**src/rtl/hub75_pkg.sv**
```systemverilog
package hub75_pkg;

  // ~~~~~~~~~~~~~~~~~~~~~~~~~~~~~~~~~~~~~~~~~~~~~~~~
  // panel geometry
  // ~~~~~~~~~~~~~~~~~~~~~~~~~~~~~~~~~~~~~~~~~~~~~~~~
  localparam int PANEL_COLS = 16;
  localparam int SCAN_ROWS  = 32;
  localparam int PLANES     = 4;
  localparam int FB_DEPTH   = 1024;

  localparam int COL_W   = $clog2(PANEL_COLS);
  localparam int ROW_W   = $clog2(SCAN_ROWS);
  localparam int PLANE_W = $clog2(PLANES);
  localparam int FB_AW   = $clog2(FB_DEPTH);

  localparam logic [ROW_W-1:0]   LAST_ROW   = ROW_W'(SCAN_ROWS - 1);
  localparam logic [PLANE_W-1:0] LAST_PLANE = PLANE_W'(PLANES - 1);

  // two clk per column, two more for the read pipeline
  localparam int SHIFT_STEPS = 2 * PANEL_COLS + 2;
  localparam int STEP_W      = $clog2(SHIFT_STEPS + 1);
  localparam logic [STEP_W-1:0] LAST_LOAD = STEP_W'(2 * PANEL_COLS);
  localparam logic [STEP_W-1:0] LAST_STEP = STEP_W'(SHIFT_STEPS);

  // ~~~~~~~~~~~~~~~~~~~~~~~~~~~~~~~~~~~~~~~~~~~~~~~~
  // BCM timing
  // ~~~~~~~~~~~~~~~~~~~~~~~~~~~~~~~~~~~~~~~~~~~~~~~~
  localparam int BCM_BASE  = 8;
  localparam int BCM_CNT_W = $clog2((BCM_BASE << (PLANES - 1)) + 1);
  localparam logic [BCM_CNT_W-1:0] BCM_BASE_CNT = BCM_CNT_W'(BCM_BASE);

  // ~~~~~~~~~~~~~~~~~~~~~~~~~~~~~~~~~~~~~~~~~~~~~~~~
  // types
  // ~~~~~~~~~~~~~~~~~~~~~~~~~~~~~~~~~~~~~~~~~~~~~~~~
  typedef struct packed {
    logic [3:0] r;
    logic [3:0] g;
    logic [3:0] b;
  } pixel_t;

  typedef struct packed {
    logic r1;
    logic g1;
    logic b1;
    logic r2;
    logic g2;
    logic b2;
  } rgb_bits_t;

  typedef struct packed {
    logic enable;
    logic dim;
  } panel_ctrl_t;

  typedef struct packed {
    rgb_bits_t        rgb;
    logic             sclk;
    logic             lat;
    logic             oe_n;
    logic [ROW_W-1:0] row;
  } hub75_out_t;

  typedef enum logic [2:0] {
    SCAN_IDLE,
    SCAN_FIRST_SHIFT,
    SCAN_WAIT,
    SCAN_LATCH,
    SCAN_NEXT_ROW
  } scan_state_t;

endpackage

```
**src/rtl/bcm_timer.sv**
```systemverilog
module bcm_timer (
  input  logic                          clk,
  input  logic                          rst,
  input  logic                          show_start,
  input  logic [hub75_pkg::PLANE_W-1:0] plane,
  input  logic                          dim,
  output logic                          oe_n,
  output logic                          show_done
);

  logic [hub75_pkg::BCM_CNT_W-1:0] cnt;
  logic [hub75_pkg::BCM_CNT_W-1:0] full_time;
  logic [hub75_pkg::BCM_CNT_W-1:0] on_time;

  // binary weight per plane, dim halves it
  assign full_time = hub75_pkg::BCM_BASE_CNT << plane;
  assign on_time   = dim ? (full_time >> 1) : full_time;

  always_ff @(posedge clk) begin
    if (rst) begin
      cnt       <= '0;
      oe_n      <= 1'b1;
      show_done <= 1'b0;
    end else begin
      show_done <= 1'b0;
      if (show_start) begin
        cnt  <= on_time;
        oe_n <= 1'b0;
      end else if (cnt != '0) begin
        cnt <= cnt - 1'b1;
        if (cnt == 1) begin
          oe_n      <= 1'b1;
          show_done <= 1'b1;
        end
      end
    end
  end

  // sequencer must wait for the previous display
  a_no_restart : assert property (
    @(posedge clk) disable iff (rst) show_start |-> cnt == '0
  ) else $error("show_start while a plane is still on");

endmodule

```
**config.mk**
```make
export PLATFORM = sky130hd
export DESIGN_NAME = bcm_timer
export DESIGN_NICKNAME = d
export VERILOG_FILES = /design/src/rtl/hub75_pkg.sv /design/src/rtl/bcm_timer.sv
export SDC_FILE = /design/constraint.sdc
export NUM_CORES = 1
export LEC_CHECK = 0
export CORE_AREA = 2 2 39 41
export DETAILED_ROUTE_END_ITERATION = 12
export DIE_AREA = 0 0 41 43
export DONT_BUFFER_PORTS = 1
export PLACE_DENSITY_LB_ADDON = 0.15
export SETUP_SLACK_MARGIN = 0.2
export SYNTH_ARGS = -nofsm -noshare
export SYNTH_HDL_FRONTEND = slang
export SYNTH_SLANG_ARGS = --single-unit
export TNS_END_PERCENT = 50
```
**constraint.sdc**
```tcl
create_clock -name clk -period 1.85 [get_ports clk]
set_input_delay 0 -clock clk [delete_from_list [all_inputs] [get_ports clk]]
set_output_delay 0 -clock clk [all_outputs]
set_load 0.01 [all_outputs]
```
==> flow_summary.toml <==
[outcome]
status = "complete, no violations"

[route]
first_iter_violations = 4
drt-total-wl_mm = 1.15
routedWlPerCell_um = 13.5
viasPerCell = 5.40
drt-pass1-iter-count = 4
ant_nets = 0
drc = 0
vias = 459

[setup_path]
cp.required_ns = 2.03
cp_slowest_cell = "or3_1"
crit_arrival_ns = 1.72
crit_path_max_fanout = 5
cp-start-kind = "flop"
crit_chain = "inv_1, ha_1, and3b_4, or3_1, a221oi_2"
path_buf_inv = 1
cpPeakStageDelay_ns = 0.37
worst-setup-path-type = "flop to flop"
cp_top_family = "simple AND/OR/NAND/NOR gates"
end_kind = "flop"

[logic_synthesis]
yosys.area.top_type_share = 0.349
synth_edf_count = 0
synth.distinct_cells = 24
synth_nets = 68
synth_top_cell_by_area = "dfxtp_1"
yosys-top-cells-area = "dfxtp_1 35%, ha_1 7.3%, nor2_1 5.8%"
synth_flop_cell = "dfxtp_1"
yosysWarnings = 0
syn_area_per_cell_sq_um = 8.76
synthesis.area_sq_um = 517
async_flop_share = 0
ys_ff_latch = 9
ys_seq_area_frac = 0.349
synth_cells = 59

[clocking]
cts_max_level = 1
cts_tree = "built"
cts-root-buf = "clkbuf_4"
clk_latency_ns = 0.26
cts-buffers-inserted = 3
cts.path.max_buffers = 2
path_clk_slew_ns = 0.06
cts_sinks = 9

[grt]
globalRouteTotalUtil = 0.182
grt_pass1_vias = 507
grt_max_degree = 13
antenna_found_initial = 0
grt_pass1_wl_mm = 2.13
grt-ovfl-total = 0

[floorplanning]
rows = 14
ios = 8
fp.dieW_um = 41
die_h_um = 43
start_util = 0.373
core_area_sq_um = 1380
dieArea_sq_um = 1760

[finish]
synthToLayoutAreaGrowth_pct = 23.5
final_cells = 85
n_fill_cell = 147
antennaDiodeCount = 0
nets = 79
ff_latch_area_sq_um = 183
drive_gt1_frac = 0.130
final_cell_mix = "8 x nor2_1, 8 x dlygate4sd3_1, 7 x dfxtp_1, 5 x nand2_1, 4 x a21oi_1"
multiInputGateArea_sq_um = 322

[power_and_ir_drop]
ir_drop_mv = 0.413
power.density_nw_per_um2 = 1010
power_leakage_nw = 0.232

[timing]
fin_skew_ns = 0.000932
rsz0062_at_grt = "no"
setup_tns_ns = 0
min_period_over_period = 0.832
final.min_clock_period_ns = 1.54
drv_slew = 0
slew_headroom = 0.682
worst_pin_slew_ns = 0.475
clock.fmax_mhz = 649
hold_violations = 0
setup_viol = 0

[place]
post-place-cells = 73
port_buffers = 0
finalWeightedCongestion = 0.726
dp_hpwl_um = 739

[worst_hold_path]
hold_class = "primary input to flop"

[flow_run]
max_cap_viol_count = 0
-- cells in the mapped netlist, types with 2 or more instances --
library cell and count:
inv_1 2, a21oi_1 4, or3_1 3, ha_1 3, nand2_1 5, nor3_1 3, nand3b_1 2, buf_1 2
nand3_1 2, xnor2_1 3, nor2_1 8, dfxtp_1 9, xor2_1 2
-- worst reg2reg max path, cell delays in order (launching register included) --
cell      delay [ns]
dfxtp_2         0.34
inv_1           0.08
ha_1            0.23
and3b_4         0.21
or3_1           0.37
a221oi_2        0.23
-- per-layer routing --
layer	part of all wire	wire, um	track usage	vias to the layer above
met5	0	0	0	-
met4	0.026	30	0.100	0
met3	0.036	42	0.0524	4
met2	0.49	563	0.269	9
met1	0.45	515	0.226	211
li1	-	-	-	235
-- area by class of cell --
| cell class | count | area share |
|---|---|---|
| Timing Repair Buffer | 8 | 0.125 |
| Multi-Input combinational cell | 46 | 0.504 |
| Sequential cell | 9 | 0.286 |
| Tap cell | 16 | 0.0314 |
| Clock buffer | 4 | 0.0412 |
| Inverter | 2 | 0.0118 |
-- final timing paths --
| path | start | to | slack (ns) | depth (start not counted) |
|---|---|---|---|---|
| max reg2reg | cnt[0]$_SDFFE_PP0P_ | cnt[4]$_SDFFE_PP0P_ | 0.31 | 5 |
| min reg2reg | cnt[1]$_SDFFE_PP0P_ | cnt[1]$_SDFFE_PP0P_ | 0.53 | 2 |
| max | cnt[0]$_SDFFE_PP0P_ | cnt[4]$_SDFFE_PP0P_ | 0.31 | 5 |
| min | show_start | cnt[6]$_SDFFE_PP0P_ | 0.006 | 2 |
-- registers in the layout (all words and copies together) (netlist names) --
register	flops
show_done	1
cnt	7
oe_n	1
-- per-stage QoR --
| stage | hold WS, ns | power, mW | worst slack (ns) | cell area [sq um] | utilization |
|---|---|---|---|---|---|
| finish | 0.00574 | 0.647 | 0.310 | 638 | 0.461 |
| global route | 0.0637 | 0.704 | 0.208 | 638 | 0.461 |
| CTS | 0.00527 | 0.651 | 0.280 | 636 | 0.459 |
| detailed placement | 0.0682 | 0.472 | 0.297 | 529 | 0.382 |
| global placement | 0.0676 | 0.471 | 0.351 | 529 | 0.382 |
| floorplan | 0.152 | 0.438 | 0.388 | 517 | - |
-- what timing repair did --
action                                 4_1_cts  5_1_grt
resized for setup                            0        2
hold buffers                                 8        0
endpoints found under the hold margin        9        0
setup endpoints to repair                    0        1
setup buffers                                0        0
-- logic make-up after synthesis --
| family | count (synthesis) | share of synthesized area |
|---|---|---|
| xor+xnor | 5 | 0.0848 |
| fa+ha+maj | 3 | 0.0726 |
| compound gates | 12 | 0.177 |
| simple gates | 26 | 0.288 |
| flops | 9 | 0.349 |
| buf+inv | 4 | 0.0291 |
-- power by group --
group          switching, mW  internal (mW)  leakage [nW]
clock network         0.0727         0.0834        0.0150
logic                  0.119          0.118         0.142
registers             0.0317          0.222        0.0749
total                  0.223          0.423         0.232
Power figures use the tool's default switching activity.
