[config.mk]
export PLATFORM = sky130hd
export DESIGN_NAME = screen_control
export DESIGN_NICKNAME = d
export VERILOG_FILES = /design/src/rtl/hub75_pkg.sv /design/src/rtl/screen_control.sv
export SDC_FILE = /design/constraint.sdc
export NUM_CORES = 1
export LEC_CHECK = 0
export BUFFER_PORTS_ARGS = -buffer_cell sky130_fd_sc_hd__buf_4
export CORE_ASPECT_RATIO = 0.8
export CORE_MARGIN = 3
export CORE_UTILIZATION = 44
export CTS_BUF_LIST = sky130_fd_sc_hd__clkbuf_16
export DETAILED_ROUTE_END_ITERATION = 10
export MAX_ROUTING_LAYER = met4
export PLACE_DENSITY = 0.67
export SYNTH_ARGS = -nofsm -noshare
export SYNTH_HDL_FRONTEND = slang
export SYNTH_SLANG_ARGS = --single-unit
export TNS_END_PERCENT = 10
[constraint.sdc]
create_clock -name clk -period 1.77 [get_ports clk]
set_input_delay 0.531 -clock clk [delete_from_list [all_inputs] [get_ports clk]]
set_output_delay 0.531 -clock clk [all_outputs]
set_load 0.02 [all_outputs]
[src/rtl/hub75_pkg.sv]
package hub75_pkg;

  // ~~~~~~~~~~~~~~~~~~~~~~~~~~~~~~~~~~~~~~~~~~~~~~~~
  // panel geometry
  // ~~~~~~~~~~~~~~~~~~~~~~~~~~~~~~~~~~~~~~~~~~~~~~~~
  localparam int PANEL_COLS = 16;
  localparam int SCAN_ROWS  = 32;
  localparam int PLANES     = 4;
  localparam int FB_DEPTH   = 1024;

  localparam int COL_W   = $clog2(PANEL_COLS);
  localparam int ROW_W   = $clog2(SCAN_ROWS);
  localparam int PLANE_W = $clog2(PLANES);
  localparam int FB_AW   = $clog2(FB_DEPTH);

  localparam logic [ROW_W-1:0]   LAST_ROW   = ROW_W'(SCAN_ROWS - 1);
  localparam logic [PLANE_W-1:0] LAST_PLANE = PLANE_W'(PLANES - 1);

  // two clk per column, two more for the read pipeline
  localparam int SHIFT_STEPS = 2 * PANEL_COLS + 2;
  localparam int STEP_W      = $clog2(SHIFT_STEPS + 1);
  localparam logic [STEP_W-1:0] LAST_LOAD = STEP_W'(2 * PANEL_COLS);
  localparam logic [STEP_W-1:0] LAST_STEP = STEP_W'(SHIFT_STEPS);

  // ~~~~~~~~~~~~~~~~~~~~~~~~~~~~~~~~~~~~~~~~~~~~~~~~
  // BCM timing
  // ~~~~~~~~~~~~~~~~~~~~~~~~~~~~~~~~~~~~~~~~~~~~~~~~
  localparam int BCM_BASE  = 8;
  localparam int BCM_CNT_W = $clog2((BCM_BASE << (PLANES - 1)) + 1);
  localparam logic [BCM_CNT_W-1:0] BCM_BASE_CNT = BCM_CNT_W'(BCM_BASE);

  // ~~~~~~~~~~~~~~~~~~~~~~~~~~~~~~~~~~~~~~~~~~~~~~~~
  // types
  // ~~~~~~~~~~~~~~~~~~~~~~~~~~~~~~~~~~~~~~~~~~~~~~~~
  typedef struct packed {
    logic [3:0] r;
    logic [3:0] g;
    logic [3:0] b;
  } pixel_t;

  typedef struct packed {
    logic r1;
    logic g1;
    logic b1;
    logic r2;
    logic g2;
    logic b2;
  } rgb_bits_t;

  typedef struct packed {
    logic enable;
    logic dim;
  } panel_ctrl_t;

  typedef struct packed {
    rgb_bits_t        rgb;
    logic             sclk;
    logic             lat;
    logic             oe_n;
    logic [ROW_W-1:0] row;
  } hub75_out_t;

  typedef enum logic [2:0] {
    SCAN_IDLE,
    SCAN_FIRST_SHIFT,
    SCAN_WAIT,
    SCAN_LATCH,
    SCAN_NEXT_ROW
  } scan_state_t;

endpackage

[src/rtl/screen_control.sv]
module screen_control (
  input  logic                          clk,
  input  logic                          rst,
  input  hub75_pkg::panel_ctrl_t        ctrl,
  output logic                          shift_start,
  input  logic                          shift_done,
  output logic                          show_start,
  input  logic                          show_done,
  output logic [hub75_pkg::ROW_W-1:0]   row,
  output logic [hub75_pkg::PLANE_W-1:0] shift_plane,
  output logic [hub75_pkg::PLANE_W-1:0] show_plane,
  output logic                          lat,
  output logic                          frame_tick
);

  hub75_pkg::scan_state_t state;
  logic shift_busy;
  logic showing;
  logic last_latched;
  logic shift_ready;
  logic disp_idle;

  // done pulses count as free in their own cycle
  assign shift_ready = !shift_busy || shift_done;
  assign disp_idle   = !show_start && (!showing || show_done);

  always_ff @(posedge clk) begin
    if (rst) begin
      state        <= hub75_pkg::SCAN_IDLE;
      row          <= '0;
      shift_plane  <= '0;
      show_plane   <= '0;
      shift_start  <= 1'b0;
      show_start   <= 1'b0;
      lat          <= 1'b0;
      frame_tick   <= 1'b0;
      shift_busy   <= 1'b0;
      showing      <= 1'b0;
      last_latched <= 1'b0;
    end else begin
      shift_start <= 1'b0;
      show_start  <= 1'b0;
      lat         <= 1'b0;
      frame_tick  <= 1'b0;

      if (shift_done) begin
        shift_busy <= 1'b0;
      end
      if (show_start) begin
        showing <= 1'b1;
      end else if (show_done) begin
        showing <= 1'b0;
      end

      case (state)
        hub75_pkg::SCAN_IDLE: begin
          if (ctrl.enable) begin
            row   <= '0;
            state <= hub75_pkg::SCAN_FIRST_SHIFT;
          end
        end
        hub75_pkg::SCAN_FIRST_SHIFT: begin
          shift_plane  <= '0;
          shift_start  <= 1'b1;
          shift_busy   <= 1'b1;
          last_latched <= 1'b0;
          state        <= hub75_pkg::SCAN_WAIT;
        end
        hub75_pkg::SCAN_WAIT: begin
          if (!ctrl.enable) begin
            // let the running plane finish, then stop
            if (disp_idle && shift_ready) begin
              state <= hub75_pkg::SCAN_IDLE;
            end
          end else if (last_latched) begin
            if (disp_idle) begin
              state <= hub75_pkg::SCAN_NEXT_ROW;
            end
          end else if (disp_idle && shift_ready) begin
            lat   <= 1'b1;
            state <= hub75_pkg::SCAN_LATCH;
          end
        end
        hub75_pkg::SCAN_LATCH: begin
          // show this plane while the next one shifts in
          show_start <= 1'b1;
          show_plane <= shift_plane;
          if (shift_plane == hub75_pkg::LAST_PLANE) begin
            last_latched <= 1'b1;
          end else begin
            shift_plane <= shift_plane + 1'b1;
            shift_start <= 1'b1;
            shift_busy  <= 1'b1;
          end
          state <= hub75_pkg::SCAN_WAIT;
        end
        hub75_pkg::SCAN_NEXT_ROW: begin
          if (row == hub75_pkg::LAST_ROW) begin
            row        <= '0;
            frame_tick <= 1'b1;
          end else begin
            row <= row + 1'b1;
          end
          state <= ctrl.enable ? hub75_pkg::SCAN_FIRST_SHIFT : hub75_pkg::SCAN_IDLE;
        end
        default: state <= hub75_pkg::SCAN_IDLE;
      endcase
    end
  end

  a_lat_blanked : assert property (
    @(posedge clk) disable iff (rst) lat |-> !showing
  ) else $error("lat while a plane is displayed");

  a_row_blanked : assert property (
    @(posedge clk) disable iff (rst) (row != $past(row)) |-> !showing
  ) else $error("row changed during display");

endmodule

==> flow_summary_export.csv <==
group,metric,value,unit
run_status,status,"completed",
global_routing,track_usage,16.8,%
worst_setup_path,start_kind,"flop",
pwr,p_leak,0.468,nW
cells_and_area,final_common_cell,"buf_4",
cts,htreeDepth,1,
yosys,synth_edf_count,0,
timing,fin_crit_sh,91.7,%
timing,rsz0062_at_grt,"no",
cells_and_area,final_cell_mix,"buf_4, dfxtp_1, nor2_1, a21oi_1, nor3_1",
yosys,synth_ff_type,"dfxtp_1",
floorplanning,dieArea,2460,um2
floorplanning,rows,13,
yosys,yosysWarnings,0,
floorplanning,io_pins,19,
timing,worstMarginPinSlew,0.366,ns
placement,port_buffers,17,
floorplanning,chipWidth,54.7,um
floorplanning,core_area,1710,um2
hold_path,hp-class,"reg -> reg",
yosys,ys_seq_elements,19,
timing,setup_tns,0,ns
cells_and_area,area_delta_synth_final,28.1,%
drt,drt-met1-wl,829,um
drt,antenna_left,0,
yosys,yosysTopAreaCellShare,45.6,%
drt,vias_per_cell,5.48,
job,maxCapViolCount,0,
drt,wirelength,1680,um
yosys,syn_inst,89,
placement,gp_congestion,0.754,
global_routing,grt_max_degree,19,
placement,place_inst,127,
cells_and_area,design_area,1070,um2
cts,ctsLongestPathBuffers,2,
floorplanning,die_h,44.9,um
timing,finalMaxSlewViolations,0,
pwr,ir_drop,0.662,mV
global_routing,antenna_found_initial,0,
cts,clk_latency,0.25,ns
yosys,ys_seq_area_share,45.6,%
cells_and_area,final_cells,131,
drt,drc,0,
cts,holdBufCountCts,0,
cts,clkSinkCount,19,
timing,setup_viol,0,
drt,drtIter0Drc,9,
drt,drtPass1Iterations,4,
timing,max_slew_margin,75.0,%
floorplanning,start_util,48.8,%
timing,skew,0.00450,ns
cts,cts_buffers,3,
worst_setup_path,critPathCaptureType,"flop",
yosys,synth.top_cells.by_area,"dfxtp_1, nor2_1, ha_1",
cts,cts.clk_slew.worst_paths,0.05,ns
yosys,async_flop_share,0,%
timing,post-route-min-period,1.62,ns
drt,routed.top_layer,"met4",
timing,fmax,616,MHz
drt,wl_met2,710,um
worst_setup_path,crit_fanout,5,
timing,hold_violations,0,
cts,cts_root_buf,"clkbuf_16",
drt,dr_wl_met3,103,um
cts,cts_tree,"yes",
pwr,power.total,0.000965,W
worst_setup_path,path_class,"reg -> reg",
cts,postCtsSetupRepairBufs,0,
yosys,synth_top_cell_by_area,"dfxtp_1",
cells_and_area,antenna_cells,0,
worst_setup_path,arrival,1.79,ns
placement,placed_cell_area,988,um2
yosys,syn_nets,98,
cells_and_area,drive_gt1_share,25.7,%
yosys,syn-cell-area,833,um2
drt,dr_total_vias,718,
worst_setup_path,cp.required,1.94,ns
yosys,ys_types,32,
pwr,powerDensity,904,nW/um2
yosys,syn_avg_cell_area,9.36,um2
global_routing,grt.overflow.total,0,
placement,dpl.hpwl,1160,um
drt,wire_per_inst,12.8,um
cts,cts_resized,0,
global_routing,grt_first_pass_wirelength,2830,um
cells_and_area,layout.nets,119,
global_routing,grt_pass1_vias,629,
==> final cells by class <==
class | instances | area (um2)
Clock buffer | 3 | 75.1
Clock inverter | 1 | 3.75
Fill cell | 152 | 641
Inverter | 3 | 11.3
Multi-Input combinational cell | 62 | 412
Sequential cell | 19 | 380
Tap cell | 22 | 27.5
Timing Repair Buffer | 21 | 158
==> synth_stat cells, types with 2 or more instances <==
| cell type | instances |
|---|---|
| nor4b_1 | 3 |
| nor2_1 | 16 |
| nor2b_1 | 2 |
| o21ai_0 | 2 |
| nor3_1 | 5 |
| clkbuf_1 | 3 |
| nand2_1 | 3 |
| mux2i_1 | 3 |
| a21oi_1 | 5 |
| dfxtp_1 | 19 |
| inv_1 | 3 |
| nand3_1 | 2 |
| ha_1 | 3 |
| a32oi_1 | 2 |
==> stage by stage <==
step / util (%) / hold WS, ns / worst slack (ns)
floorplan: - / 0.459 / 0.141
global placement: 57.9 / 0.474 / 0.178
detailed placement: 57.9 / 0.492 / 0.151
CTS: 62.5 / 0.511 / 0.146
global route: 62.5 / 0.550 / 0.0830
finish: 62.5 / 0.502 / 0.147
==> critical path: stages (launching register included) <==
cell and delay (ns):
dfxtp_1 0.35, ha_1 0.23, and3_1 0.19, ha_1 0.24, nor2_4 0.15, a41oi_2 0.14, a311oi_2 0.24
==> metal layers <==
metal  up-vias  track usage (%)
met5         -                -
met4         0             7.46
met3         5             6.93
met2        19             21.9
met1       336             22.4
li1        358                -
==> registers in the layout, indices dropped and copies added, names as in the netlist, 2 cells and up <==
register / cells
shift_plane: 2
row: 5
state: 3
show_plane: 2
==> cell families after synthesis <==
kind of cell               synth area share, %
and+or+nand+nor                           25.5
DFF                                       45.6
AOI/OAI and AO/OA                         15.8
buffers and inverters                     4.96
muxes                                     3.60
adders and majority gates                 4.50
==> worst paths after layout <==
path | from | to | slack, ns | cells past startpoint
hold reg to reg | show_plane[1] | show_plane[1] | 0.50 | 2
hold / removal | show_plane[1] | show_plane[1] | 0.50 | 2
setup reg to reg | row[1] | row[3] | 0.15 | 6
setup / recovery | row[1] | row[3] | 0.15 | 6
==> where the power goes <==
group	switching, W	internal [W]	total, W
clock network	0.000157	0.000301	0.000458
logic	0.0000334	0.0000263	0.0000597
registers	0.0000110	0.000436	0.000447
Power figures use the tool's default switching activity.
