==> src/rtl/hub75_pkg.sv <==
package hub75_pkg;

  // ~~~~~~~~~~~~~~~~~~~~~~~~~~~~~~~~~~~~~~~~~~~~~~~~
  // panel geometry
  // ~~~~~~~~~~~~~~~~~~~~~~~~~~~~~~~~~~~~~~~~~~~~~~~~
  localparam int PANEL_COLS = 16;
  localparam int SCAN_ROWS  = 32;
  localparam int PLANES     = 4;
  localparam int FB_DEPTH   = 1024;

  localparam int COL_W   = $clog2(PANEL_COLS);
  localparam int ROW_W   = $clog2(SCAN_ROWS);
  localparam int PLANE_W = $clog2(PLANES);
  localparam int FB_AW   = $clog2(FB_DEPTH);

  localparam logic [ROW_W-1:0]   LAST_ROW   = ROW_W'(SCAN_ROWS - 1);
  localparam logic [PLANE_W-1:0] LAST_PLANE = PLANE_W'(PLANES - 1);

  // two clk per column, two more for the read pipeline
  localparam int SHIFT_STEPS = 2 * PANEL_COLS + 2;
  localparam int STEP_W      = $clog2(SHIFT_STEPS + 1);
  localparam logic [STEP_W-1:0] LAST_LOAD = STEP_W'(2 * PANEL_COLS);
  localparam logic [STEP_W-1:0] LAST_STEP = STEP_W'(SHIFT_STEPS);

  // ~~~~~~~~~~~~~~~~~~~~~~~~~~~~~~~~~~~~~~~~~~~~~~~~
  // BCM timing
  // ~~~~~~~~~~~~~~~~~~~~~~~~~~~~~~~~~~~~~~~~~~~~~~~~
  localparam int BCM_BASE  = 8;
  localparam int BCM_CNT_W = $clog2((BCM_BASE << (PLANES - 1)) + 1);
  localparam logic [BCM_CNT_W-1:0] BCM_BASE_CNT = BCM_CNT_W'(BCM_BASE);

  // ~~~~~~~~~~~~~~~~~~~~~~~~~~~~~~~~~~~~~~~~~~~~~~~~
  // types
  // ~~~~~~~~~~~~~~~~~~~~~~~~~~~~~~~~~~~~~~~~~~~~~~~~
  typedef struct packed {
    logic [3:0] r;
    logic [3:0] g;
    logic [3:0] b;
  } pixel_t;

  typedef struct packed {
    logic r1;
    logic g1;
    logic b1;
    logic r2;
    logic g2;
    logic b2;
  } rgb_bits_t;

  typedef struct packed {
    logic enable;
    logic dim;
  } panel_ctrl_t;

  typedef struct packed {
    rgb_bits_t        rgb;
    logic             sclk;
    logic             lat;
    logic             oe_n;
    logic [ROW_W-1:0] row;
  } hub75_out_t;

  typedef enum logic [2:0] {
    SCAN_IDLE,
    SCAN_FIRST_SHIFT,
    SCAN_WAIT,
    SCAN_LATCH,
    SCAN_NEXT_ROW
  } scan_state_t;

endpackage

==> src/rtl/wb_pkg.sv <==
package wb_pkg;

  typedef struct packed {
    logic        cyc;
    logic        stb;
    logic        we;
    logic [3:0]  adr;
    logic [31:0] dat_w;
    logic [3:0]  sel;
  } wb_req_t;

  typedef struct packed {
    logic [31:0] dat_r;
    logic        ack;
  } wb_rsp_t;

  // byte offsets
  localparam logic [3:0] REG_CTRL    = 4'h0;
  localparam logic [3:0] REG_STATUS  = 4'h4;
  localparam logic [3:0] REG_FB_ADDR = 4'h8;
  localparam logic [3:0] REG_FB_DATA = 4'hc;

  localparam int FRAME_CNT_W = 16;

endpackage

==> src/rtl/panel_regs.sv <==
module panel_regs (
  input  logic                           clk,
  input  logic                           rst,
  input  wb_pkg::wb_req_t                wb_req,
  output wb_pkg::wb_rsp_t                wb_rsp,
  output hub75_pkg::panel_ctrl_t         ctrl,
  input  logic                           frame_tick,
  output logic                           fb_we,
  output logic [hub75_pkg::FB_AW-1:0]    fb_waddr,
  output hub75_pkg::pixel_t              fb_wdata
);

  logic                           ack;
  logic                           ack_hold;
  logic                           ack_next;
  logic                           wr_en;
  logic                           lo_half;
  logic [31:0]                    dat_r;
  logic [wb_pkg::FRAME_CNT_W-1:0] frame_count;
  logic [hub75_pkg::FB_AW-1:0]    fb_addr;

  // one ack per strobe, then wait for stb to drop
  assign ack_next = wb_req.cyc && wb_req.stb && !ack && !ack_hold;
  assign wr_en    = ack_next && wb_req.we;
  assign lo_half  = &wb_req.sel[1:0];

  assign fb_we    = wr_en && lo_half && (wb_req.adr == wb_pkg::REG_FB_DATA);
  assign fb_waddr = fb_addr;
  assign fb_wdata = wb_req.dat_w[11:0];

  assign wb_rsp.dat_r = dat_r;
  assign wb_rsp.ack   = ack;

  always_ff @(posedge clk) begin
    if (rst) begin
      ack         <= 1'b0;
      ack_hold    <= 1'b0;
      ctrl        <= '0;
      fb_addr     <= '0;
      frame_count <= '0;
    end else begin
      ack      <= ack_next;
      ack_hold <= wb_req.cyc && wb_req.stb && (ack_hold || ack);

      if (frame_tick) begin
        frame_count <= frame_count + 1'b1;
      end

      if (wr_en && wb_req.sel[0] && wb_req.adr == wb_pkg::REG_CTRL) begin
        ctrl.enable <= wb_req.dat_w[0];
        ctrl.dim    <= wb_req.dat_w[1];
      end

      // pixel writes step the window address
      if (fb_we) begin
        fb_addr <= fb_addr + 1'b1;
      end else if (wr_en && lo_half && wb_req.adr == wb_pkg::REG_FB_ADDR) begin
        fb_addr <= wb_req.dat_w[hub75_pkg::FB_AW-1:0];
      end
    end
  end

  always_ff @(posedge clk) begin
    if (ack_next) begin
      case (wb_req.adr)
        wb_pkg::REG_CTRL:    dat_r <= {30'd0, ctrl.dim, ctrl.enable};
        wb_pkg::REG_STATUS:  dat_r <= 32'(frame_count);
        wb_pkg::REG_FB_ADDR: dat_r <= 32'(fb_addr);
        default:             dat_r <= '0;
      endcase
    end
  end

endmodule

==> config.mk <==
export PLATFORM = sky130hd
export DESIGN_NAME = panel_regs
export DESIGN_NICKNAME = d
export VERILOG_FILES = /design/src/rtl/hub75_pkg.sv /design/src/rtl/wb_pkg.sv /design/src/rtl/panel_regs.sv
export SDC_FILE = /design/constraint.sdc
export NUM_CORES = 1
export LEC_CHECK = 0
export BUFFER_PORTS_ARGS = -buffer_cell sky130_fd_sc_hd__buf_2
export CAP_MARGIN = 20
export CORE_UTILIZATION = 35
export DETAILED_ROUTE_END_ITERATION = 6
export PLACE_DENSITY = 0.71
export SLEW_MARGIN = 30
export SYNTH_ARGS = -nofsm -noshare
export SYNTH_HDL_FRONTEND = slang
export SYNTH_SLANG_ARGS = --single-unit
==> constraint.sdc <==
create_clock -name clk -period 2.7 [get_ports clk]
set_clock_uncertainty 0.15 [all_clocks]
set_input_delay 0.405 -clock clk [delete_from_list [all_inputs] [get_ports clk]]
set_output_delay 0.405 -clock clk [all_outputs]
set_load 0.01 [all_outputs]
==> reports/results.tsv <==
stage	metric	value	unit
status	status	finished clean	
detailed_routing	total number of vias	2043	
timing	Worst Tran Pin Value	0.686	ns
critical_path	Worst R2R Setup Slack	0.67	ns
logic_synthesis	number of synthesized flops with an enable pin	16	
floorplan	core area	6830	µm²
grt	vias in the first global route	1776	
detailed_routing	DRC	0	
detailed_routing	wire per inst	13.2	µm
critical_path	startpoint types	input pin	
finish	Fillers	710	
critical_path	critical path startpoint	wb_req[38]	
clocking	CTS sink count	46	
pwr	Leakage Power	1.09	nW
clocking	CTS tree	yes	
grt	GRT Total Usage	15.3	%
grt	met2 Resource Use GR	22.7	%
floorplan	DIE HEIGHT	86.4	µm
timing	setup TNS	0	ns
floorplan	# rows	30	
floorplan	die area	7460	µm²
placed_design	I/O Buffers	61	
finish	post-route design area	2800	µm²
clocking	Reg clk slew, reported paths	0.09	ns
pwr	VDD IR max	0.203	mV
critical_path	Worst EP required	2.14	ns
clocking	maximum buffer depth of the clock tree	2	
critical_path	Worst setup EP type	primary output	
placed_design	DP Wirelength	3920	µm
clocking	H-tree depth	2	
logic_synthesis	Synth Register Bits	46	
critical_path	CP Cell Sequence	buf_2 -> or3b_1 -> nor4_4 -> buf_2	
logic_synthesis	Cells after Synth	260	
critical_path	Worst path max stage delay	0.47	ns
timing	RSZ-0062 raised after global routing	false	
detailed_routing	DRT Wirelength	5310	µm
logic_synthesis	fraction of registers with async set/reset	0	%
critical_path	Worst Setup EP	fb_we	
placed_design	Placer Congestion	0.780	
timing	Final Hold Viols	0	
floorplan	die width	86.4	µm
timing	crit path time final	2.21	ns
critical_path	Crit path max-delay family	simple AND/OR/NAND/NOR gates	
critical_path	CP dominant cell by count	buf_2	
run	max-cap violation count	0	
timing	fmax	452	MHz
grt	busiest grt layer	met2	
finish	n_diodes	0	
timing	final setup margin	0.487	ns
pwr	Pwr Density	457	nW/µm²
clocking	clock latency at the later pin of the worst-skew pair	0.30	ns
critical_path	crit path max-delay cell type	or3b_1	
critical_path	FF-to-FF Start	ack	
clocking	cts bufs inserted	5	
pwr	Final Total Pwr	1.28	mW
timing	# setup viols final	0	
timing	ratio of final minimum period to clock period	82.0	%
logic_synthesis	synthesized area	2490	µm²
clocking	root buffer cell	clkbuf_8	
timing	Slew HR	54.2	%
placed_design	Cell Area, Placed	2710	µm²
min_path	Min-Delay Path Class	in2reg	
critical_path	path depth of the worst reg2reg path	4	
placed_design	Setup WS pre-CTS	0.421	ns
logic_synthesis	Mean Syn Cell Area	9.59	µm²
clocking	Post-CTS Resized	0	
grt	pin count of the biggest net entering global routing	34	
grt	first-pass GRT wire length	8780	µm
detailed_routing	Routed Antenna Nets	0	
logic_synthesis	Post-synth top flop	dfxtp_1	
detailed_routing	drt first pass iters	4	
finish	share of cells above drive strength 1	27.9	%
finish	Nets	355	
critical_path	type of the worst setup path	in2out	
logic_synthesis	Seq/Total Area, Yosys	43.4	%
floorplan	num ports	104	
grt	antenna violations before repair	0	
clocking	CTS Hold Buffers Added	0	
logic_synthesis	yosys warns	0	
grt	M1 GR Usage	21.6	%
critical_path	Critical Path AT	1.66	ns
timing	max-slew violations	0	
critical_path	Levels on crit path	4	
critical_path	r2r endpoint	fb_waddr[6]	
detailed_routing	via/cell ratio	5.06	
critical_path	maximum fanout along the worst path	9	
clocking	postcts setup bufs	0	
logic_synthesis	post-synth cell types	49	
detailed_routing	DRT iter0 DRCs	137	
critical_path	CP bufs+invs	2	
grt	grt ovf	0	
finish	Area Growth Syn to Fin	12.1	%
timing	WHS	0.178	ns
floorplan	Initial Util	36.5	%
grt	met3 GRT Util	3.14	%
-- cell type report --
cell class,instances,area [µm²],area share [%]
sequential,46,1080,38.7
inverter,9,33.8,1.21
clock inverter,3,21.3,0.761
clock buffer,5,68.8,2.46
multi-input combinational,179,1130,40.3
tap,96,120,4.30
timing repair buffer,66,343,12.3
-- sequential cells by signal, summed over array words and instances (netlist names) --
register     flops
ack              1
ack_hold         1
ctrl             2
dat_r           16
fb_waddr        10
frame_count     16
-- worst min-delay path by stage --
| stage | from | endpoint | slack, ns | cells past startpoint |
|---|---|---|---|---|
| finish | wb_req[41] | ack_hold | 0.18 | 3 |
| global route | wb_req[41] | ack_hold | 0.19 | 3 |
| CTS | wb_req[41] | ack_hold | 0.18 | 3 |
| detailed placement | frame_count[15] | frame_count[15] | 0.32 | 2 |
| global placement | frame_count[15] | frame_count[15] | 0.31 | 2 |
| floorplan | frame_count[15] | frame_count[15] | 0.30 | 2 |
-- cells in the mapped netlist, types with 4 or more instances --
master / instances / area, µm²
nand2_1: 11 / 41.3
clkbuf_1: 8 / 30.0
mux2i_1: 10 / 100
nand4_1: 9 / 56.3
o21ai_0: 4 / 20.0
nor3_1: 9 / 45.0
nor4_1: 5 / 31.3
inv_1: 9 / 33.8
and2_1: 6 / 37.5
xor2_1: 6 / 52.6
nand3_1: 7 / 35.0
a21oi_1: 13 / 65.1
dfxtp_1: 30 / 601
edfxtp_1: 16 / 480
a22o_1: 8 / 70.1
buf_4: 29 / 218
nor2_1: 26 / 97.6
-- power breakdown --
part / switching [mW] / total [mW] / internal (mW)
clock network: 0.247 / 0.429 / 0.182
registers: 0.00711 / 0.733 / 0.726
logic: 0.0741 / 0.114 / 0.0403
total: 0.328 / 1.28 / 0.949
-- per-stage QoR --
stage / instances / util, %
floorplan: 275 / -
global placement: 396 / 39.6
detailed placement: 396 / 39.6
CTS: 404 / 40.9
global route: 404 / 40.9
finish: 404 / 40.9
-- kinds of logic after synthesis --
kind of cell	count (synthesis)	synth area share (%)
AND/OR/NAND/NOR	98	21.7
AO/OA/AOI/OAI	42	12.0
adder cells (fa/ha/maj)	2	1.00
flip-flops	46	43.4
buffers and inverters	50	13.7
multiplexers	12	4.92
other	1	0.150
XOR/XNOR	9	3.16
-- per-layer routing --
| layer | share of wire [%] | wire, µm | up-vias |
|---|---|---|---|
| met4 | 1.5 | 78 | 0 |
| met3 | 7.5 | 399 | 7 |
| met2 | 44 | 2320 | 81 |
| li1 | - | - | 990 |
| met1 | 47 | 2510 | 965 |
| met5 | 0 | 0 | - |
-- worst reg2reg max path: stages, from the launching register on --
cell,delay (ns)
dfxtp_1,0.34
nand4bb_1,0.30
or4_1,0.69
or2_2,0.34
o32ai_1,0.12
-- cells in the final DEF, fill, tap and decap left out, types with 3 or more instances in the layout --
master | Yosys | routed
a211oi_1 | 3 | 3
a21oi_1 | 13 | 13
a22o_1 | 8 | 8
and2_1 | 6 | 6
and3_1 | 3 | 3
buf_2 | 0 | 61
buf_4 | 29 | 5
clkbuf_8 | 0 | 5
conb_1 | 1 | 16
dfxtp_1 | 30 | 30
edfxtp_1 | 16 | 16
inv_1 | 9 | 9
mux2i_1 | 10 | 10
nand2_1 | 11 | 11
nand3_1 | 7 | 7
nand4_1 | 9 | 9
nor2_1 | 26 | 26
nor3_1 | 9 | 9
nor4_1 | 5 | 5
o21ai_0 | 4 | 4
o32ai_1 | 3 | 3
or2_2 | 3 | 3
or3_1 | 3 | 3
or4_1 | 3 | 3
xnor2_1 | 3 | 3
xor2_1 | 6 | 6
Power figures use the tool's default switching activity.
