$ cat src/rtl/hub75_pkg.sv
package hub75_pkg;

  // ~~~~~~~~~~~~~~~~~~~~~~~~~~~~~~~~~~~~~~~~~~~~~~~~
  // panel geometry
  // ~~~~~~~~~~~~~~~~~~~~~~~~~~~~~~~~~~~~~~~~~~~~~~~~
  localparam int PANEL_COLS = 16;
  localparam int SCAN_ROWS  = 32;
  localparam int PLANES     = 4;
  localparam int FB_DEPTH   = 1024;

  localparam int COL_W   = $clog2(PANEL_COLS);
  localparam int ROW_W   = $clog2(SCAN_ROWS);
  localparam int PLANE_W = $clog2(PLANES);
  localparam int FB_AW   = $clog2(FB_DEPTH);

  localparam logic [ROW_W-1:0]   LAST_ROW   = ROW_W'(SCAN_ROWS - 1);
  localparam logic [PLANE_W-1:0] LAST_PLANE = PLANE_W'(PLANES - 1);

  // two clk per column, two more for the read pipeline
  localparam int SHIFT_STEPS = 2 * PANEL_COLS + 2;
  localparam int STEP_W      = $clog2(SHIFT_STEPS + 1);
  localparam logic [STEP_W-1:0] LAST_LOAD = STEP_W'(2 * PANEL_COLS);
  localparam logic [STEP_W-1:0] LAST_STEP = STEP_W'(SHIFT_STEPS);

  // ~~~~~~~~~~~~~~~~~~~~~~~~~~~~~~~~~~~~~~~~~~~~~~~~
  // BCM timing
  // ~~~~~~~~~~~~~~~~~~~~~~~~~~~~~~~~~~~~~~~~~~~~~~~~
  localparam int BCM_BASE  = 8;
  localparam int BCM_CNT_W = $clog2((BCM_BASE << (PLANES - 1)) + 1);
  localparam logic [BCM_CNT_W-1:0] BCM_BASE_CNT = BCM_CNT_W'(BCM_BASE);

  // ~~~~~~~~~~~~~~~~~~~~~~~~~~~~~~~~~~~~~~~~~~~~~~~~
  // types
  // ~~~~~~~~~~~~~~~~~~~~~~~~~~~~~~~~~~~~~~~~~~~~~~~~
  typedef struct packed {
    logic [3:0] r;
    logic [3:0] g;
    logic [3:0] b;
  } pixel_t;

  typedef struct packed {
    logic r1;
    logic g1;
    logic b1;
    logic r2;
    logic g2;
    logic b2;
  } rgb_bits_t;

  typedef struct packed {
    logic enable;
    logic dim;
  } panel_ctrl_t;

  typedef struct packed {
    rgb_bits_t        rgb;
    logic             sclk;
    logic             lat;
    logic             oe_n;
    logic [ROW_W-1:0] row;
  } hub75_out_t;

  typedef enum logic [2:0] {
    SCAN_IDLE,
    SCAN_FIRST_SHIFT,
    SCAN_WAIT,
    SCAN_LATCH,
    SCAN_NEXT_ROW
  } scan_state_t;

endpackage

$ cat src/rtl/row_shifter.sv
module row_shifter (
  input  logic                          clk,
  input  logic                          rst,
  input  logic                          shift_start,
  input  logic [hub75_pkg::ROW_W-1:0]   row,
  input  logic [hub75_pkg::PLANE_W-1:0] plane,
  output logic [hub75_pkg::FB_AW-1:0]   raddr,
  input  hub75_pkg::pixel_t             rdata,
  output hub75_pkg::rgb_bits_t          rgb,
  output logic                          sclk,
  output logic                          shift_done
);

  logic                           busy;
  logic [hub75_pkg::STEP_W-1:0]   step;
  logic [hub75_pkg::STEP_W-1:0]   rd_step;
  logic [hub75_pkg::ROW_W-1:0]    row_q;
  logic [hub75_pkg::ROW_W-1:0]    rd_row;
  logic [hub75_pkg::PLANE_W-1:0]  plane_q;
  hub75_pkg::pixel_t              upper_q;

  // step 0 is the start cycle itself, so the first read goes out at once
  assign rd_step = shift_start ? '0 : step;
  assign rd_row  = shift_start ? row : row_q;
  // even steps read the upper half, odd steps the lower half
  assign raddr   = {rd_step[0], rd_row, rd_step[hub75_pkg::COL_W:1]};

  always_ff @(posedge clk) begin
    if (rst) begin
      busy       <= 1'b0;
      step       <= '0;
      sclk       <= 1'b0;
      shift_done <= 1'b0;
    end else begin
      shift_done <= busy && (step == hub75_pkg::LAST_STEP - 1'b1);
      if (shift_start) begin
        busy <= 1'b1;
        step <= 1;
      end else if (busy) begin
        step <= step + 1'b1;
        // low on the data cycle, high on the next
        if (step > 2) begin
          sclk <= step[0];
        end
        if (step == hub75_pkg::LAST_STEP) begin
          busy <= 1'b0;
        end
      end
    end
  end

  always_ff @(posedge clk) begin
    if (shift_start) begin
      row_q   <= row;
      plane_q <= plane;
    end
    if (busy && step[0]) begin
      upper_q <= rdata;
    end else if (busy && step > 1 && step <= hub75_pkg::LAST_LOAD) begin
      // upper half held, lower half arriving now
      rgb.r1 <= upper_q.r[plane_q];
      rgb.g1 <= upper_q.g[plane_q];
      rgb.b1 <= upper_q.b[plane_q];
      rgb.r2 <= rdata.r[plane_q];
      rgb.g2 <= rdata.g[plane_q];
      rgb.b2 <= rdata.b[plane_q];
    end
  end

endmodule

$ cat config.mk
export PLATFORM = sky130hd
export DESIGN_NAME = row_shifter
export DESIGN_NICKNAME = d
export VERILOG_FILES = /design/src/rtl/hub75_pkg.sv /design/src/rtl/row_shifter.sv
export SDC_FILE = /design/constraint.sdc
export NUM_CORES = 1
export LEC_CHECK = 0
export BUFFER_PORTS_ARGS = -buffer_cell sky130_fd_sc_hd__buf_2
export CORE_MARGIN = 8
export CORE_UTILIZATION = 45
export DETAILED_ROUTE_END_ITERATION = 10
export PLACE_DENSITY = 0.8
export SYNTH_ARGS = -nofsm -noshare
export SYNTH_HDL_FRONTEND = slang
export SYNTH_SLANG_ARGS = --single-unit
$ cat constraint.sdc
create_clock -name clk -period 1.5 [get_ports clk]
set_clock_uncertainty 0.05 [all_clocks]
set_input_delay 0.15 -clock clk [delete_from_list [all_inputs] [get_ports clk]]
set_output_delay 0.15 -clock clk [all_outputs]
set_load 0.01 [all_outputs]
==> metrics.txt, run 1 <==
TritonCTS clock tree yes; number of I/O pins 40; number of remaining DRC errors 0; port bufs 39; final core utilization 0.671; measured slew at the worst slew-check pin 0.300 ns; CP Data Required Time 1.54 ns; synthesized instance count 94; Total Neg Setup Slack 0 ns; fin nets 194; starting density of the core 0.466; area occupied by multi-input gates 514 um2; worst rel slew slack 0.800; kind of launch point of the worst setup path flop; type of the tightest min-delay check primary input to flop; cell at the root of the clock tree clkbuf_4; share of post-route cells with drive strength above 1 0.444; yosys warns 0; count of final max-slew check failures 0; Die ar. 5180 um2; hold violation count in the final report 0; global-route wire length before repair 5080 um; initial detailed-routing violation count 89; M1 GR Usage 0.148; Synth top cells by count 20 x edfxtp_1, 14 x dfxtp_1, 8 x nor2_1, 6 x mux4_2, 5 x mux2_2; cts bufs inserted 5; count of filler cells inserted in the layout 223; sequential area share after synthesis 0.625; worst-case register-to-register setup slack 0.07 ns; arrival time at the worst endpoint 1.47 ns; count of inserted antenna diode cells 0; Power Dens Cells 947 nW/um2; CTS clock-pin slew for the worst setup and hold paths 0.10 ns; most instantiated library cell after synthesis edfxtp_1; post-synthesis cell type with the largest combined area edfxtp_1; outcome finished clean; met3 usage in global routing 0.0551; Placement Rows 20; Avg Cell Area, Syn 15.0 um2; post-CTS setup buffer count 0; global routing met2 resource utilization 0.202; static power due to leakage 0.832 nW; fraction of registers with async set or reset after synthesis 0; vias per cell 4.68; synthesis-to-finish area growth 44.2%; vias after detailed routing 996; register bit count reported by yosys 34; number of synthesized flops with an enable pin 20; Max Root-Sink Buffers 2; post-detailed-placement half-perimeter wirelength 2180 um; number of nets with antenna violations after detailed routing 0; total grt overflow 0; share of the synthesized area in the top cell type 0.426; # clock sinks 34; vias in the first global route 1112; synthesized netlist net count 120; worst setup margin 0.0694 ns; WL per Instance 13.9 um; Max Clock Freq 699 MHz; global router's overall resource usage 0.125; routability congestion estimate 0.800; hold slack 0.182 ns; maximum fanout along the worst path 6; Final Power 1.93 mW; worst supply voltage drop on vdd 0.465 mV; top post-synthesis cells by area edfxtp_1 43%, dfxtp_1 20%, mux4_2 9.6%; chip width 72.0 um; post-route clock period utilization 0.954; H-tree depth reported by CTS 2; post-synth cell types 28; setup repair after global routing missed its margin no; count of max-cap constraint violations 0; dpl ws 0.0351 ns; critical path capture point type flop; number of detailed-route iterations in the first pass 4; prevailing post-synth register cell edfxtp_1; netlist area before placement 1410 um2; maximum number of pins on one net before global-route repair 16; height of the die 72.0 um; Final Setup Violations 0; worst-skew pair later-pin latency 0.32 ns; Core Area 3030 um2; area used by sequential logic in the layout 883 um2; CP Class flop to flop; antenna violations before repair 0; final routed wirelength across all metal layers 2950 um; time the final worst path needs with I/O delays and setup 1.43 ns; global routing's busiest layer met2
[flip-flops by register name (all words and copies together) (netlist names)]
name	cells
busy	1
plane_q	2
rgb	6
row_q	5
sclk	1
shift_done	1
step	6
upper_q	12
[worst max-delay path: stages (launching register included)]
cell      delay, ns
dfxtp_1        0.35
or3_4          0.41
o21bai_1       0.18
a21oi_2        0.08
buf_6          0.13
[layout make-up]
cell class | instances | share of cell area
Inverter | 3 | 0.00554
Tap cell | 44 | 0.0271
Clock buffer | 7 | 0.0222
Sequential cell | 34 | 0.434
Clock inverter | 1 | 0.0148
Timing Repair Buffer | 70 | 0.243
Multi-Input combinational cell | 54 | 0.253
[power by group]
| part | internal, mW | leakage (nW) | total, mW | switching, mW |
|---|---|---|---|---|
| sequential | 1.03 | 0.300 | 1.05 | 0.0198 |
| combinational | 0.143 | 0.493 | 0.239 | 0.0965 |
| clock | 0.354 | 0.0395 | 0.633 | 0.280 |
| total | 1.53 | 0.832 | 1.93 | 0.396 |
[layout by cell type (no fill, tap or decap), drive strengths merged, types with 4 or more instances in the layout]
cell type and count:
mux4 6, nor2 8, edfxtp 20, buf 50, dfxtp 14, ha 4, nand2 4, mux2 5
dlygate4sd3 20, clkbuf 7, nor2b 4
[final timing paths]
kind | startpoint | endpoint | cells past startpoint
setup / recovery | step[2]$_SDFFE_PP0P_ | rgb[0]$_DFFE_PP_ | 4
hold / removal | shift_start | plane_q[0]$_DFFE_PP_ | 1
setup reg to reg | step[2]$_SDFFE_PP0P_ | rgb[0]$_DFFE_PP_ | 4
hold reg to reg | row_q[2]$_DFF_P_ | row_q[2]$_DFF_P_ | 1
[cell families after synthesis]
| logic type | Yosys count | synth area share |
|---|---|---|
| mux | 13 | 0.150 |
| xor+xnor | 3 | 0.0186 |
| buf+inv | 6 | 0.0195 |
| fa+ha+maj | 4 | 0.0355 |
| simple gates | 27 | 0.106 |
| flops | 34 | 0.625 |
| compound gates | 7 | 0.0453 |
[per-stage QoR]
| stage | std cells | instance area, um2 |
|---|---|---|
| 2_1_floorplan | 94 | 1410 |
| 3_3_place_gp | 185 | 1740 |
| 3_5_place_dp | 185 | 1740 |
| 4_1_cts | 213 | 2020 |
| 5_1_grt | 213 | 2030 |
| 6_report | 213 | 2030 |
[routing by layer]
| layer | up-vias | routed length (um) |
|---|---|---|
| met1 | 469 | 1280 |
| li1 | 494 | - |
| met5 | - | 0 |
| met2 | 33 | 1520 |
| met4 | 0 | 0 |
| met3 | 0 | 151 |
[timing repair]
action | 4_1_cts | 5_1_grt
setup endpoints to repair | 0 | 7
endpoints found under the hold margin | 21 | 0
gates resized for setup | 0 | 5
hold buffers | 20 | 0
Note: power is estimated with default switching activity, not from simulation.
==> inputs of run 2 (changes only) <==
- CELL_PAD_IN_SITES_DETAIL_PLACEMENT: not set -> 1
- CELL_PAD_IN_SITES_GLOBAL_PLACEMENT: not set -> 1
- CORE_UTILIZATION: 45 -> 37
- PLACE_DENSITY: 0.8 -> 0.81
- SETUP_SLACK_MARGIN: not set -> 0.1
==> metrics.txt, run 2 (same netlist as run 1, synthesis figures left out) <==
initial detailed-routing violation count 52 (-42%); dpl ws -0.0358 ns (-0.0710 ns); fin nets 180 (-7.2%); worst supply voltage drop on vdd 0.449 mV (-3.4%); area used by sequential logic in the layout 896 um2 (+1.4%); count of final max-slew check failures 0 (unchanged); Max Clock Freq 709 MHz (+1.5%); area occupied by multi-input gates 539 um2 (+4.9%); depth of the worst hold-timing path 1 (unchanged); total grt overflow 0 (unchanged); worst-case register-to-register setup slack 0.09 ns (+0.02 ns); WL per Instance 16.5 um (+19%); number of nets with antenna violations after detailed routing 0 (unchanged); Final Setup Violations 0 (unchanged); vias per cell 4.86 (+3.9%); global router's overall resource usage 0.112 (-0.0123); number of I/O pins 40 (unchanged); kind of launch point of the worst setup path flop; vias after detailed routing 986 (-1.0%); final cell area excluding filler cells 1950 um2 (-4.1%); count of filler cells inserted in the layout 378 (+70%); final routed wirelength across all metal layers 3360 um (+14%); height of the die 77.7 um (+8.0%); routability congestion estimate 0.789 (-1.3%); worst setup margin 0.0899 ns (+0.0205 ns); type of the tightest min-delay check primary input to flop; Placement Rows 22 (+10%); worst stage delay on the critical path 0.37 ns (-0.04 ns); TritonCTS clock tree yes; synthesis-to-finish area growth 38.3%; port bufs 39 (unchanged); Die ar. 6040 um2 (+17%); number of remaining DRC errors 0 (unchanged); crit path max-delay cell type dfxtp_4; share of post-route cells with drive strength above 1 0.542 (+0.0981); antenna violations before repair 0 (unchanged); most frequent standard cell in the layout excluding fill and tap cells buf_2; CTS clock-pin slew for the worst setup and hold paths 0.07 ns (-0.03 ns); most frequent cells in the layout 39 x buf_2, 20 x edfxtp_1, 9 x buf_4, 8 x dfxtp_1; count of max-cap constraint violations 0 (unchanged); # clock sinks 34 (unchanged); static power due to leakage 0.786 nW (-5.5%); arrival time at the worst endpoint 1.33 ns (-0.14 ns); CP Data Required Time 1.42 ns (-0.12 ns); area post-placement 1730 um2 (-0.93%); measured slew at the worst slew-check pin 0.310 ns (+0.00988 ns); post-route clock period utilization 0.940 (-0.0136); hold slack 0.0110 ns (-0.171 ns); number of detailed-route iterations in the first pass 4 (unchanged); count of inserted antenna diode cells 0 (unchanged); worst rel slew slack 0.793 (-0.00658); chip width 77.7 um (+8.0%); cts bufs inserted 5 (unchanged); worst-skew pair later-pin latency 0.28 ns (-0.04 ns); flip-flop count of the largest register, all copies and words added 12 (unchanged); CP Class flop to flop; cell at the root of the clock tree clkbuf_8; Max Root-Sink Buffers 2 (unchanged); maximum number of pins on one net before global-route repair 16 (unchanged); critical path, cell by cell nor4b_4, nand2_2, a21oi_4; global-route wire length before repair 5410 um (+6.5%); starting density of the core 0.385 (-0.0805); most flop-heavy register upper_q; H-tree depth reported by CTS 2 (unchanged); post-detailed-placement half-perimeter wirelength 2570 um (+18%); time the final worst path needs with I/O delays and setup 1.41 ns (-0.0205 ns); maximum fanout along the worst path 6 (unchanged); hold violation count in the final report 0 (unchanged); length in cells of the worst reg-to-reg path 3 (-1); Total Neg Setup Slack 0 ns (unchanged); outcome finished clean; setup repair after global routing missed its margin yes; leading registers by flop count upper_q (12), rgb (6), step (6); Power Dens Cells 1000 nW/um2 (+5.9%); critical path capture point type flop; Core Area 3660 um2 (+21%); vias in the first global route 1099 (-1.2%)
## run 2: changes by cell type in the layout (fill, tap and decap cells not counted), moves of 2 or more
| cell | before | now |
|---|---|---|
| inv_2 | 0 | 2 |
| dfxtp_4 | 0 | 3 |
| clkbuf_8 | 0 | 6 |
| inv_1 | 3 | 1 |
| dlygate4sd3_1 | 20 | 7 |
| clkbuf_4 | 5 | 0 |
| dfxtp_1 | 12 | 8 |
## run 2: worst paths after layout
path                                            from              endpoint
worst min-delay path                        rdata[9]  upper_q[9]$_DFFE_PP_
worst max-delay path            step[4]$_SDFFE_PP0P_      rgb[4]$_DFFE_PP_
worst max register to register  step[4]$_SDFFE_PP0P_      rgb[4]$_DFFE_PP_
worst min register to register      row_q[0]$_DFF_P_      row_q[0]$_DFF_P_
## run 2: per-layer routing
layer	vias up	global-route usage	wire, um
met4	0	0.0283	11
li1	466	-	-
met3	2	0.0484	194
met2	30	0.196	1750
met1	488	0.122	1400
met5	-	0	0
## run 2: report_power, final
part           total (mW)  switching (mW)  leakage [nW]  internal, mW
Combinational       0.218          0.0991         0.435         0.119
Clock               0.685           0.315        0.0482         0.370
Sequential           1.05          0.0216         0.303          1.03
## run 2: layout make-up
cell class | instances | area share
well taps | 48 | 0.0308
clock buffers | 7 | 0.0443
flip-flops and latches | 34 | 0.459
inverters | 3 | 0.00577
repair buffers | 56 | 0.181
clock inverters | 1 | 0.00257
multi-input cells | 54 | 0.276
## run 2: worst max-delay path: cells and delay by family (launching register included)
| kind | cells | cell delay (ns) |
|---|---|---|
| AO/OA/AOI/OAI | 1 | 0.25 |
| AND/OR/NAND/NOR | 2 | 0.43 |
| flip-flops | 1 | 0.37 |
## run 2: repair_timing
action                     CTS  global route
cloned                       0             0
hold buffers                 3             4
pin swaps                    3             3
setup buffers                2             2
setup endpoints to repair    7             8
resized for setup           10             4
hold endpoints to repair     3             4
## run 2: metrics by stage
step           total power [mW]  utilization  std cells
2_1_floorplan              1.18            -         94
3_3_place_gp               1.26        0.472        184
3_5_place_dp               1.28        0.472        184
4_1_cts                    1.97        0.516        197
5_1_grt                    2.04        0.533        203
6_report                   1.96        0.533        203
==> inputs of run 3 (changes only) <==
- ABC_AREA: not set -> 1
- CORE_ASPECT_RATIO: not set -> 0.9
- CORE_MARGIN: 8 -> 1
- CORE_UTILIZATION: 37 -> 34
- PLACE_DENSITY: 0.81 -> 0.8
==> metrics.txt, run 3 <==
outcome finished, violations left; failing checks DRC; flip-flop count of the largest register, all copies and words added 12 (unchanged); leading registers by flop count upper_q (12), rgb (6), step (6); fin nets 232 (+29%); worst r2r dst rgb[2]$_DFFE_PP_; number of nets with antenna violations after detailed routing 0 (unchanged); Max Clock Freq 721 MHz (+1.7%); H-tree depth reported by CTS 2 (unchanged); cell at the root of the clock tree clkbuf_8; Power Dens Cells 1170 nW/um2 (+17%); Final Setup Violations 0 (unchanged); number of synthesized flops with an enable pin 20 (unchanged); share of the synthesized area in the top cell type 0.416 (-0.00996); count of inserted antenna diode cells 0 (unchanged); static power due to leakage 0.845 nW (+7.5%); measured slew at the worst slew-check pin 0.329 ns (+0.0192 ns); first element of the critical path step[1]$_SDFFE_PP0P_; final routed wirelength across all metal layers 3490 um (+3.9%); netlist area before placement 1440 um2 (+2.4%); top post-synthesis cells by area edfxtp_1 42%, dfxtp_1 19%, nor2_1 7.3%; worst setup path end rgb[2]$_DFFE_PP_; most frequent cells in the layout 39 x buf_2, 27 x nor2_1, 25 x nand2_1, 20 x edfxtp_1; Core Area 4070 um2 (+11%); CTS clock-pin slew for the worst setup and hold paths 0.08 ns (about the same); Avg Cell Area, Syn 9.56 um2 (-36%); antenna violations before repair 0 (unchanged); worst-skew pair later-pin latency 0.28 ns (about the same); count of final max-slew check failures 0 (unchanged); Die ar. 4510 um2 (-25%); post-synth cell types 19 (-32%); arrival time at the worst endpoint 1.32 ns (about the same); Max Root-Sink Buffers 2 (unchanged); worst supply voltage drop on vdd 0.637 mV (+42%); Synth top cells by count 28 x nor2_1, 25 x nand2_1, 20 x edfxtp_1, 15 x inv_1, 14 x dfxtp_1; length in cells of the worst reg-to-reg path 5 (+2); global-route wire length before repair 5720 um (+5.7%); Placement Rows 22 (unchanged); CP Class flop to flop; most flop-heavy register upper_q; cts bufs inserted 5 (unchanged); TritonCTS clock tree yes; port bufs 39 (unchanged); sequential area share after synthesis 0.610 (-0.0146); prevailing post-synth register cell edfxtp_1; beginning of the worst register-to-register path step[1]$_SDFFE_PP0P_; vias in the first global route 1211 (+10%); final core utilization 0.482 (-0.0512); most instantiated library cell after synthesis nor2_1; starting density of the core 0.354 (-0.0307); fraction of registers with async set or reset after synthesis 0 (unchanged); number of detailed-route iterations in the first pass 7 (+3); initial detailed-routing violation count 92 (+77%); global router's overall resource usage 0.166 (+0.0537); time the final worst path needs with I/O delays and setup 1.39 ns (-0.0240 ns); share of post-route cells with drive strength above 1 0.324 (-0.218); total grt overflow 0 (unchanged); register bit count reported by yosys 34 (unchanged); maximum number of pins on one net before global-route repair 16 (unchanged); chip width 70.7 um (-9.1%); post-synthesis cell type with the largest combined area edfxtp_1; worst rel slew slack 0.780 (-0.0130); CP Data Required Time 1.43 ns (about the same); post-detailed-placement half-perimeter wirelength 2620 um (+1.8%); hold slack 0.0152 ns (+0.00425 ns); synthesis-to-finish area growth 35.9%; most frequent standard cell in the layout excluding fill and tap cells buf_2; WL per Instance 13.7 um (-17%); post-route clock period utilization 0.924 (-0.0160); hold violation count in the final report 0 (unchanged); maximum fanout along the worst path 6 (unchanged); count of max-cap constraint violations 0 (unchanged); vias per cell 4.85 (-0.21%); routability congestion estimate 0.818 (+3.6%); Total Neg Setup Slack 0 ns (unchanged); type of the tightest min-delay check primary input to flop; worst-case register-to-register setup slack 0.11 ns (+0.02 ns); number of I/O pins 40 (unchanged); vias after detailed routing 1236 (+25%); critical path capture point type flop; synthesized netlist net count 177 (+48%); kind of launch point of the worst setup path flop; height of the die 63.8 um (-18%); # clock sinks 34 (unchanged); synthesized instance count 151 (+61%); number of remaining DRC errors 6 (+6); yosys warns 0 (unchanged); setup repair after global routing missed its margin yes
==> run 3: cell count changes after synthesis, moves of 4 or more <==
cell / change
mux2_2: -5
o21ai_0: +12
o22ai_1: +6
mux4_2: -6
nand3_1: +6
inv_1: +12
nor2b_1: -4
nor2_1: +20
nand2_1: +21
==> run 3: layout make-up <==
| class | count | area [um2] |
|---|---|---|
| fill | 484 | 2110 |
| sequential | 34 | 886 |
| multi-input combinational | 99 | 519 |
| timing repair buffer | 51 | 300 |
| clock buffer | 5 | 68.8 |
| clock inverter | 3 | 68.8 |
| tap | 48 | 60.1 |
| inverter | 15 | 58.8 |
==> run 3: power by group <==
group          internal, mW  switching (mW)  leakage (nW)
clock                 0.666           0.347        0.0683
combinational        0.0976           0.133         0.476
sequential             1.03          0.0216         0.301
==> run 3: routing by layer <==
layer	part of all wire	GRT usage	wire length (um)	vias up
li1	-	-	-	615
met1	0.47	0.229	1640	575
met2	0.46	0.251	1600	43
met3	0.065	0.0599	226	3
met4	0.0066	0.0350	23	0
met5	0	0	0	-
==> run 3: worst min-delay path by stage <==
stage	from	end	slack, ns	cells after the start
2_1_floorplan	rst	step[0]$_SDFFE_PP0P_	0.16	1
3_3_place_gp	plane[1]	plane_q[1]$_DFFE_PP_	0.28	1
3_5_place_dp	plane[0]	plane_q[0]$_DFFE_PP_	0.28	1
4_1_cts	rdata[6]	upper_q[6]$_DFFE_PP_	0.0009	1
5_1_grt	rdata[11]	upper_q[11]$_DFFE_PP_	0.0003	1
6_report	rdata[6]	upper_q[6]$_DFFE_PP_	0.02	1
==> run 3: critical path, stage by stage (launching register included) <==
cell	delay (ns)
dfxtp_2	0.36
inv_4	0.06
ha_2	0.17
o211ai_1	0.15
nand2_1	0.11
nor2_4	0.19
==> run 3: timing repair <==
action | CTS | global route
hold endpoints to repair | 3 | 3
hold buffers | 3 | 3
setup endpoints to repair | 6 | 7
gates resized for setup | 1 | 5
pin swaps | 2 | 3
buffers inserted | 0 | 2
cloned | 0 | 0
==> run 3: stage by stage <==
| stage | cell area, um2 | power [mW] | instances | setup WS [ns] |
|---|---|---|---|---|
| 2_1_floorplan | 1450 | 1.19 | 151 | 0.115 |
| 3_3_place_gp | 1720 | 1.28 | 239 | 0.106 |
| 3_5_place_dp | 1720 | 1.29 | 239 | 0.0821 |
| 4_1_cts | 1890 | 2.31 | 250 | 0.103 |
| 5_1_grt | 1960 | 2.40 | 255 | 0.0502 |
| 6_report | 1960 | 2.30 | 255 | 0.114 |
==> run 3: kinds of logic (layout without fill, tap and decap cells) <==
family / Yosys count / count (layout) / share of synthesized area
fa+ha+maj: 4 / 4 / 0.0347
buf+inv: 18 / 74 / 0.0494
compound gates: 26 / 26 / 0.0979
simple gates: 69 / 69 / 0.208
flops: 34 / 34 / 0.610
